[src/calc_pkg.sv]
package calc_pkg;

   localparam int data_w   = 8;
   localparam int result_w = 16;

   // Controller state, doubling as the operation code sent to the pipeline.
   typedef enum logic [3:0] {
      func_idle   = 4'd0,
      func_load_a = 4'd1,
      func_add    = 4'd2,
      func_sub    = 4'd3,
      func_mul    = 4'd4,
      func_add_s  = 4'd10,
      func_sub_s  = 4'd11,
      func_mul_s  = 4'd12
   } func_t;

   typedef enum logic [1:0] {
      reg_hold   = 2'd0,
      reg_load_a = 2'd1,
      reg_load_b = 2'd3
   } reg_ctrl_t;

   // ~~~~~~~~~~~~~~~~~~~~
   // Pipeline payloads.
   typedef struct packed {
      func_t             func;
      logic [data_w-1:0] a;
      logic [data_w-1:0] b;
   } op_t;

   typedef struct packed {
      func_t               func;
      logic [result_w-1:0] result;
   } res_t;

   // ~~~~~~~~~~~~~~~~~~~~
   function automatic logic func_is_op(func_t f);
      return f inside {func_add, func_sub, func_mul, func_add_s, func_sub_s, func_mul_s};
   endfunction

   function automatic logic func_is_signed(func_t f);
      return f inside {func_add_s, func_sub_s, func_mul_s};
   endfunction

endpackage

[src/alu_req_if.sv]
`timescale 1ns/10ps

// One request from the controller to the arithmetic pipeline.
interface alu_req_if;

   logic            valid;
   logic            ready;
   calc_pkg::op_t   op;

   modport ctrl (
      output valid,
      output op,
      input  ready
   );

   modport alu (
      input  valid,
      input  op,
      output ready
   );

endinterface

[src/button_edge.sv]
`timescale 1ns/10ps

module button_edge (
   input  logic clk,
   input  logic rst_n,
   input  logic btn,
   output logic pulse
);

   logic [1:0] sync;
   logic       delayed;

   // Two flops into the clock domain and one more to find the rising edge.
   always_ff @(posedge clk or negedge rst_n) begin
      if (!rst_n) begin
         sync    <= 2'b00;
         delayed <= 1'b0;
         pulse   <= 1'b0;
      end else begin
         sync    <= {sync[0], btn};
         delayed <= sync[1];
         pulse   <= sync[1] & ~delayed;
      end
   end

endmodule

[src/pipe_reg.sv]
`timescale 1ns/10ps

module pipe_reg #(
   parameter type payload_t = logic
) (
   input  logic     clk,
   input  logic     rst_n,
   input  logic     in_valid,
   output logic     in_ready,
   input  payload_t in_data,
   output logic     out_valid,
   input  logic     out_ready,
   output payload_t out_data
);

   logic     full;
   payload_t data;

   // Room when empty or when the held item leaves this cycle.
   assign in_ready = !full || out_ready;

   always_ff @(posedge clk or negedge rst_n) begin
      if (!rst_n) begin
         full <= 1'b0;
      end else if (in_ready) begin
         full <= in_valid;
      end
   end

   always_ff @(posedge clk) begin
      if (in_valid && in_ready) begin
         data <= in_data;
      end
   end

   assign out_valid = full;
   assign out_data  = data;

endmodule

[src/alu_ctrl.sv]
`timescale 1ns/10ps

module alu_ctrl (
   input  logic                        clk,
   input  logic                        rst_n,
   input  logic                        enter_pulse,
   input  logic                        sign_pulse,
   input  logic [calc_pkg::data_w-1:0] switches,
   output calc_pkg::func_t             func,
   output calc_pkg::reg_ctrl_t         reg_ctrl,
   alu_req_if.ctrl                     req
);

   calc_pkg::func_t             state;
   calc_pkg::func_t             next_state;
   calc_pkg::reg_ctrl_t         i_reg;
   calc_pkg::reg_ctrl_t         next_i_reg;
   logic [calc_pkg::data_w-1:0] a_reg;
   logic [calc_pkg::data_w-1:0] a_next;
   logic                        accept;
   logic                        issue;

   // ~~~~~~~~~~~~~~~~~~~~
   // Operation select FSM.
   always_ff @(posedge clk or negedge rst_n) begin
      if (!rst_n) begin
         state <= calc_pkg::func_idle;
         i_reg <= calc_pkg::reg_hold;
      end else begin
         state <= next_state;
         i_reg <= next_i_reg;
      end
   end

   // Pulses are dropped while a request waits. Enter wins over sign.
   always_comb begin
      next_state = state;
      next_i_reg = i_reg;
      if (!req.valid) begin
         if (enter_pulse) begin
            case (state)
               calc_pkg::func_idle: begin
                  next_state = calc_pkg::func_load_a;
                  next_i_reg = calc_pkg::reg_load_a;
               end
               calc_pkg::func_load_a: begin
                  next_state = calc_pkg::func_add;
                  next_i_reg = calc_pkg::reg_load_b;
               end
               calc_pkg::func_add:   next_state = calc_pkg::func_sub;
               calc_pkg::func_sub:   next_state = calc_pkg::func_mul;
               calc_pkg::func_mul:   next_state = calc_pkg::func_add;
               calc_pkg::func_add_s: next_state = calc_pkg::func_sub_s;
               calc_pkg::func_sub_s: next_state = calc_pkg::func_mul_s;
               calc_pkg::func_mul_s: next_state = calc_pkg::func_add_s;
               default:              next_state = calc_pkg::func_idle;
            endcase
         end else if (sign_pulse) begin
            case (state)
               calc_pkg::func_idle:   next_state = calc_pkg::func_idle;
               calc_pkg::func_load_a: next_state = calc_pkg::func_load_a;
               calc_pkg::func_add:    next_state = calc_pkg::func_add_s;
               calc_pkg::func_sub:    next_state = calc_pkg::func_sub_s;
               calc_pkg::func_mul:    next_state = calc_pkg::func_mul_s;
               calc_pkg::func_add_s:  next_state = calc_pkg::func_add;
               calc_pkg::func_sub_s:  next_state = calc_pkg::func_sub;
               calc_pkg::func_mul_s:  next_state = calc_pkg::func_mul;
               default:               next_state = calc_pkg::func_idle;
            endcase
         end
      end
   end

   assign func     = state;
   assign reg_ctrl = i_reg;

   // ~~~~~~~~~~~~~~~~~~~~
   // Operand A tracks the switches until B capture starts.
   assign a_next = (i_reg == calc_pkg::reg_load_a) ? switches : a_reg;

   always_ff @(posedge clk or negedge rst_n) begin
      if (!rst_n) begin
         a_reg <= '0;
      end else begin
         a_reg <= a_next;
      end
   end

   // ~~~~~~~~~~~~~~~~~~~~
   // Request issue.
   assign accept = !req.valid && (enter_pulse || sign_pulse);
   assign issue  = accept && calc_pkg::func_is_op(next_state);

   always_ff @(posedge clk or negedge rst_n) begin
      if (!rst_n) begin
         req.valid <= 1'b0;
      end else if (issue) begin
         req.valid <= 1'b1;
      end else if (req.ready) begin
         req.valid <= 1'b0;
      end
   end

   // B comes from the switches at the issuing edge.
   always_ff @(posedge clk) begin
      if (issue) begin
         req.op.func <= next_state;
         req.op.a    <= a_next;
         req.op.b    <= switches;
      end
   end

endmodule

[src/alu_pipe.sv]
`timescale 1ns/10ps

module alu_pipe (
   input  logic                          clk,
   input  logic                          rst_n,
   alu_req_if.alu                        req,
   output logic                          result_valid,
   input  logic                          result_ready,
   output logic [calc_pkg::result_w-1:0] result,
   output calc_pkg::func_t               result_func
);

   localparam int ext_w = calc_pkg::result_w - calc_pkg::data_w;

   calc_pkg::op_t                 s1_data;
   logic                          s1_valid;
   logic                          s1_ready;
   calc_pkg::res_t                s2_in;
   calc_pkg::res_t                s2_data;
   logic                          sgn;
   logic [calc_pkg::result_w-1:0] a_ext;
   logic [calc_pkg::result_w-1:0] b_ext;

   // ~~~~~~~~~~~~~~~~~~~~
   // Stage 1 holds the request.
   pipe_reg #(.payload_t(calc_pkg::op_t)) stage1 (
      .clk       (clk),
      .rst_n     (rst_n),
      .in_valid  (req.valid),
      .in_ready  (req.ready),
      .in_data   (req.op),
      .out_valid (s1_valid),
      .out_ready (s1_ready),
      .out_data  (s1_data)
   );

   // ~~~~~~~~~~~~~~~~~~~~
   // Extend and compute.
   assign sgn   = calc_pkg::func_is_signed(s1_data.func);
   assign a_ext = {{ext_w{sgn & s1_data.a[calc_pkg::data_w-1]}}, s1_data.a};
   assign b_ext = {{ext_w{sgn & s1_data.b[calc_pkg::data_w-1]}}, s1_data.b};

   always_comb begin
      s2_in.func = s1_data.func;
      case (s1_data.func)
         calc_pkg::func_add,
         calc_pkg::func_add_s: s2_in.result = a_ext + b_ext;
         calc_pkg::func_sub,
         calc_pkg::func_sub_s: s2_in.result = a_ext - b_ext;
         calc_pkg::func_mul,
         calc_pkg::func_mul_s: s2_in.result = a_ext * b_ext;  // low half only
         default:              s2_in.result = '0;
      endcase
   end

   // ~~~~~~~~~~~~~~~~~~~~
   // Stage 2 drives the result handshake.
   pipe_reg #(.payload_t(calc_pkg::res_t)) stage2 (
      .clk       (clk),
      .rst_n     (rst_n),
      .in_valid  (s1_valid),
      .in_ready  (s1_ready),
      .in_data   (s2_in),
      .out_valid (result_valid),
      .out_ready (result_ready),
      .out_data  (s2_data)
   );

   assign result      = s2_data.result;
   assign result_func = s2_data.func;

endmodule

[src/calc_top.sv]
`timescale 1ns/10ps

module calc_top (
   input  logic                          clk,
   input  logic                          rst_n,
   input  logic                          enter,
   input  logic                          sign,
   input  logic [calc_pkg::data_w-1:0]   switches,
   output logic [3:0]                    func,
   output logic [1:0]                    reg_ctrl,
   output logic                          result_valid,
   input  logic                          result_ready,
   output logic [calc_pkg::result_w-1:0] result,
   output logic [3:0]                    result_func
);

   logic enter_pulse;
   logic sign_pulse;

   alu_req_if req_bus ();

   // ~~~~~~~~~~~~~~~~~~~~
   // Button inputs.
   button_edge enter_edge (
      .clk   (clk),
      .rst_n (rst_n),
      .btn   (enter),
      .pulse (enter_pulse)
   );

   button_edge sign_edge (
      .clk   (clk),
      .rst_n (rst_n),
      .btn   (sign),
      .pulse (sign_pulse)
   );

   // ~~~~~~~~~~~~~~~~~~~~
   // Controller and arithmetic.
   alu_ctrl ctrl (
      .clk         (clk),
      .rst_n       (rst_n),
      .enter_pulse (enter_pulse),
      .sign_pulse  (sign_pulse),
      .switches    (switches),
      .func        (func),
      .reg_ctrl    (reg_ctrl),
      .req         (req_bus.ctrl)
   );

   alu_pipe pipe (
      .clk          (clk),
      .rst_n        (rst_n),
      .req          (req_bus.alu),
      .result_valid (result_valid),
      .result_ready (result_ready),
      .result       (result),
      .result_func  (result_func)
   );

endmodule

[config.mk]
export PLATFORM = sky130hd
export DESIGN_NAME = calc_top
export DESIGN_NICKNAME = d
export VERILOG_FILES = /design/src/calc_pkg.sv /design/src/alu_req_if.sv /design/src/button_edge.sv /design/src/pipe_reg.sv /design/src/alu_ctrl.sv /design/src/alu_pipe.sv /design/src/calc_top.sv
export SDC_FILE = /design/constraint.sdc
export NUM_CORES = 1
export LEC_CHECK = 0
export ABC_CLOCK_PERIOD_IN_PS = 7500
export BUFFER_PORTS_ARGS = -buffer_cell sky130_fd_sc_hd__buf_2
export CAP_MARGIN = 20
export CORE_MARGIN = 2
export CORE_UTILIZATION = 55
export CTS_BUF_LIST = sky130_fd_sc_hd__clkbuf_8
export DETAILED_ROUTE_END_ITERATION = 8
export PLACE_DENSITY_LB_ADDON = 0.08
export REMOVE_ABC_BUFFERS = 1
export SYNTH_ARGS = -nofsm -noshare
export SYNTH_HDL_FRONTEND = slang
export SYNTH_HIERARCHICAL = 1
export SYNTH_SLANG_ARGS = --single-unit
[constraint.sdc]
create_clock -name clk -period 7.5 [get_ports clk]
set_clock_uncertainty 0.05 [all_clocks]
set_input_delay 1.5 -clock clk [delete_from_list [all_inputs] [get_ports clk]]
set_output_delay 1.5 -clock clk [all_outputs]
set_load 0.01 [all_outputs]
==> out/summary.log <==
qor: outcome.outcome finished, violations left
qor: outcome.failed_checks DRC
qor: detailed_routing.maxUsedRoutingLayer met4
qor: cts.post-cts-setup-buffers 0
qor: setup_path.worstSetupPathType reg -> reg
qor: sta.grt_setup_unrepaired false
qor: setup_path.critPathSlowestCell sky130_fd_sc_hd__nor3b_2
qor: sta.layout_min_cycle_time 6.556 ns
qor: grt.largest_net_degree_at_the_start_of_global_routing 26
qor: cts.post_cts_resized 0
qor: cts.clock_root_buffer sky130_fd_sc_hd__clkbuf_8
qor: yosys.synth_edf_count 60
qor: detailed_routing.drc_errors 2
qor: sta.slew_violations 0
qor: yosys.ys_seq_elements 85
qor: detailed_routing.drc_violation_total_after_the_first_tritonroute_iteration 177
qor: sta.hold_viol_final 0
qor: cts.path_clk_slew 0.10 ns
qor: sta.worst_rel_slew_slack 32.37%
qor: final_layout.area.growth.synth_to_final 7.736%
qor: grt.first_global_vias 4611
qor: sta.timing.hold.ws 0.3042 ns
qor: placed_design.place_congestion 0.9161
qor: floorplanning.floorplan.core_area 0.01152 mm2
qor: cts.max-clock-path-buffers 2
qor: setup_path.critical_path_arrival 6.60 ns
qor: setup_path.slowest_stage_delay_cp 0.62 ns
qor: floorplanning.ioPinCount 40
qor: final_layout.post_route_cells_drive_above_1_share 13.46%
qor: placed_design.numPortBuffers 39
qor: worst_hold_path.hold_path.class reg -> reg
qor: final_layout.layout_commonest_cell sky130_fd_sc_hd__inv_1
qor: final_layout.insertedDiodeCount 0
qor: yosys.synth.yosys.seq_area_share 37.06%
qor: cts.worst_skew_pair.late_latency 0.38 ns
qor: yosys.netlist_area 0.006550 mm2
qor: detailed_routing.viasPerCell 5.512
qor: yosys.ys_warn_count 6
qor: final_layout.finish.net_count 747
qor: sta.minimum_setup_slack_in_the_final_design 0.9439 ns
qor: placed_design.hpwlAfterDp 9.822 mm
qor: grt.grt_antenna_before_repair 0
qor: setup_path.most_frequent_cell_on_the_critical_path sky130_fd_sc_hd__fa_1
qor: yosys.postSynthAreaPerCell 11.29 um2
qor: yosys.synth_top_flop_cell sky130_fd_sc_hd__edfxtp_1
qor: detailed_routing.detail_route.first_pass.iterations 8
qor: setup_path.crit_chain nor3b_2 > o21a_1 > and2_1 > nand2_1 > fa_1 > fa_1 > inv_1 > fa_1 > fa_1 > inv_1 > fa_1 > inv_1 > ha_1 > o21a_1 > o31a_1 > or4_1 > a31oi_1 > xor2_1 > o21ai_0
qor: floorplanning.die_h 113.1 um
qor: detailed_routing.metal_1_wl 5.932 mm
qor: grt.gr-total-overflow 0
qor: yosys.synthesis.instances 580
qor: floorplanning.placementRows 39
qor: cts.cts_hold_buf 0
qor: setup_path.worstSetupStartpointType flip-flop
qor: placed_design.pre_cts_ws 0.9353 ns
qor: detailed_routing.routed_wl 13.00 mm
qor: floorplanning.total_die_area 0.01280 mm2
qor: sta.finalSetupViolations 0
qor: cts.clock_tree_from_tritoncts yes
qor: grt.grt_usage 22.95%
qor: setup_path.worstSetupEndpointType flip-flop
qor: detailed_routing.wire_per_inst 16.95 um
qor: setup_path.cp_data_required_time 7.54 ns
qor: detailed_routing.dr_wl_met2 6.245 mm
qor: sta.setup_tns 0 ns
qor: yosys.synthDistinctLibCells 64
qor: floorplanning.initial_utilization 56.88%
qor: cts.cts.sink_count 85
qor: floorplanning.die_w 113.1 um
qor: cts.htree_num_levels 3
qor: detailed_routing.num_vias 4228
qor: detailed_routing.met3_wirelength 452 um
qor: cts.numCtsBuffers 9
qor: final_layout.layout.cells.most_common_list sky130_fd_sc_hd__inv_1, sky130_fd_sc_hd__fa_1, sky130_fd_sc_hd__edfxtp_1
qor: sta.min_period_over_period 87.41%
qor: sta.clock.fmax 0.1525 GHz
qor: detailed_routing.final_antenna_net_count 0
qor: yosys.async_reset_ff_share 29.41%
qor: grt.grt_pass1_wl 22.72 mm
qor: sta.actual_transition_at_the_worst_max_transition_pin 1.014 ns
qor: setup_path.crit_fanout 13
qor: flow_run.max_cap_violations 0
final timing paths:
| path | startpoint | to | slack (ns) | depth (start not counted) |
|---|---|---|---|---|
| setup / recovery | pipe/stage1/out_data[16]$_DFFE_PP_ | pipe/stage2/out_data[13]$_DFFE_PP_ | 0.94 | 19 |
| hold / removal | enter_edge/sync[0]$_DFF_PN0_ | enter_edge/sync[1]$_DFF_PN0_ | 0.30 | 0 |
| setup reg to reg | pipe/stage1/out_data[16]$_DFFE_PP_ | pipe/stage2/out_data[13]$_DFFE_PP_ | 0.94 | 19 |
| hold reg to reg | enter_edge/sync[0]$_DFF_PN0_ | enter_edge/sync[1]$_DFF_PN0_ | 0.30 | 0 |
| max in group asynchronous | rst_n | ctrl/a_reg[7]$_DFF_PN0_ | 5.95 | 1 |
| min in group asynchronous | rst_n | pipe/stage2/out_valid$_DFFE_PN0P_ | 1.05 | 1 |
cells by family (layout without fill, tap and decap cells):
kind of cell	Yosys count	after routing	share of synthesized area [%]
simple gates	145	145	12.24
fa+ha+maj	115	115	29.42
buf+inv	110	154	6.686
compound gates	93	93	9.933
flops	85	85	37.06
xor+xnor	21	21	2.808
mux	11	11	1.853
critical path: cells and delay by family (launching register included):
family                     cells  cell delay (ns)
and+or+nand+nor                4             1.53
buffers and inverters          3             0.16
adders and majority gates      6             2.87
xor gates and xnor gates       1             0.16
DFF                            1             0.60
AOI/OAI and AO/OA              5             0.93
through the flow:
step                      area [um2]  instances  util, %
after floorplan                 6484        569        -
after global placement          6864        751    59.60
after detailed placement        6864        751    59.60
after CTS                       7057        767    61.28
after global routing            7057        767    61.28
final                           7057        767    61.28
layout make-up:
class,instances,area [um2]
sequential,85,2427
clock inverter,6,55.05
clock buffer,10,137.6
inverter,99,371.6
fill,961,4459
tap,143,178.9
multi-input combinational,385,3691
timing repair buffer,39,195.2
per-layer routing:
layer | up-vias | track usage (%)
li1 | 1998 | -
met1 | 2115 | 30.91
met2 | 88 | 37.64
met3 | 27 | 3.428
met4 | 0 | 9.431
met5 | - | 0
Yosys cell counts, types with 2 or more instances:
cell type | count | area share, %
sky130_fd_sc_hd__inv_1 | 98 | 5.6
sky130_fd_sc_hd__fa_1 | 65 | 20
sky130_fd_sc_hd__edfxtp_1 | 60 | 28
sky130_fd_sc_hd__ha_1 | 50 | 9.6
sky130_fd_sc_hd__nand2_1 | 39 | 2.2
sky130_fd_sc_hd__nor2_1 | 29 | 1.7
sky130_fd_sc_hd__and2_1 | 28 | 2.7
sky130_fd_sc_hd__o21ai_0 | 27 | 2.1
sky130_fd_sc_hd__dfrtp_1 | 25 | 9.6
sky130_fd_sc_hd__xnor2_1 | 18 | 2.4
sky130_fd_sc_hd__nand2b_1 | 12 | 1.1
sky130_fd_sc_hd__o21a_1 | 11 | 1.3
sky130_fd_sc_hd__a21oi_1 | 9 | 0.69
sky130_fd_sc_hd__mux2_2 | 9 | 1.5
sky130_fd_sc_hd__nor2b_1 | 8 | 0.76
sky130_fd_sc_hd__a31oi_1 | 6 | 0.57
sky130_fd_sc_hd__nor3_1 | 6 | 0.46
sky130_fd_sc_hd__clkbuf_1 | 5 | 0.29
sky130_fd_sc_hd__o31ai_1 | 5 | 0.57
sky130_fd_sc_hd__a21o_1 | 4 | 0.46
sky130_fd_sc_hd__nor2b_4 | 4 | 0.84
sky130_fd_sc_hd__a211oi_1 | 3 | 0.34
sky130_fd_sc_hd__and3_1 | 3 | 0.29
sky130_fd_sc_hd__xor2_1 | 3 | 0.40
sky130_fd_sc_hd__a311o_1 | 2 | 0.31
sky130_fd_sc_hd__a311oi_1 | 2 | 0.27
sky130_fd_sc_hd__and2_4 | 2 | 0.27
sky130_fd_sc_hd__buf_2 | 2 | 0.15
sky130_fd_sc_hd__buf_4 | 2 | 0.23
sky130_fd_sc_hd__buf_6 | 2 | 0.34
sky130_fd_sc_hd__mux2i_1 | 2 | 0.31
sky130_fd_sc_hd__nand2b_4 | 2 | 0.42
sky130_fd_sc_hd__nand3b_1 | 2 | 0.23
sky130_fd_sc_hd__o21bai_1 | 2 | 0.23
sky130_fd_sc_hd__o22ai_1 | 2 | 0.19
sky130_fd_sc_hd__o31a_1 | 2 | 0.27
sky130_fd_sc_hd__or4_1 | 2 | 0.23
Power is left out: the tool's default activity adds up to more than one toggle a clock period on the data nets, which glitch-free logic cannot reach.
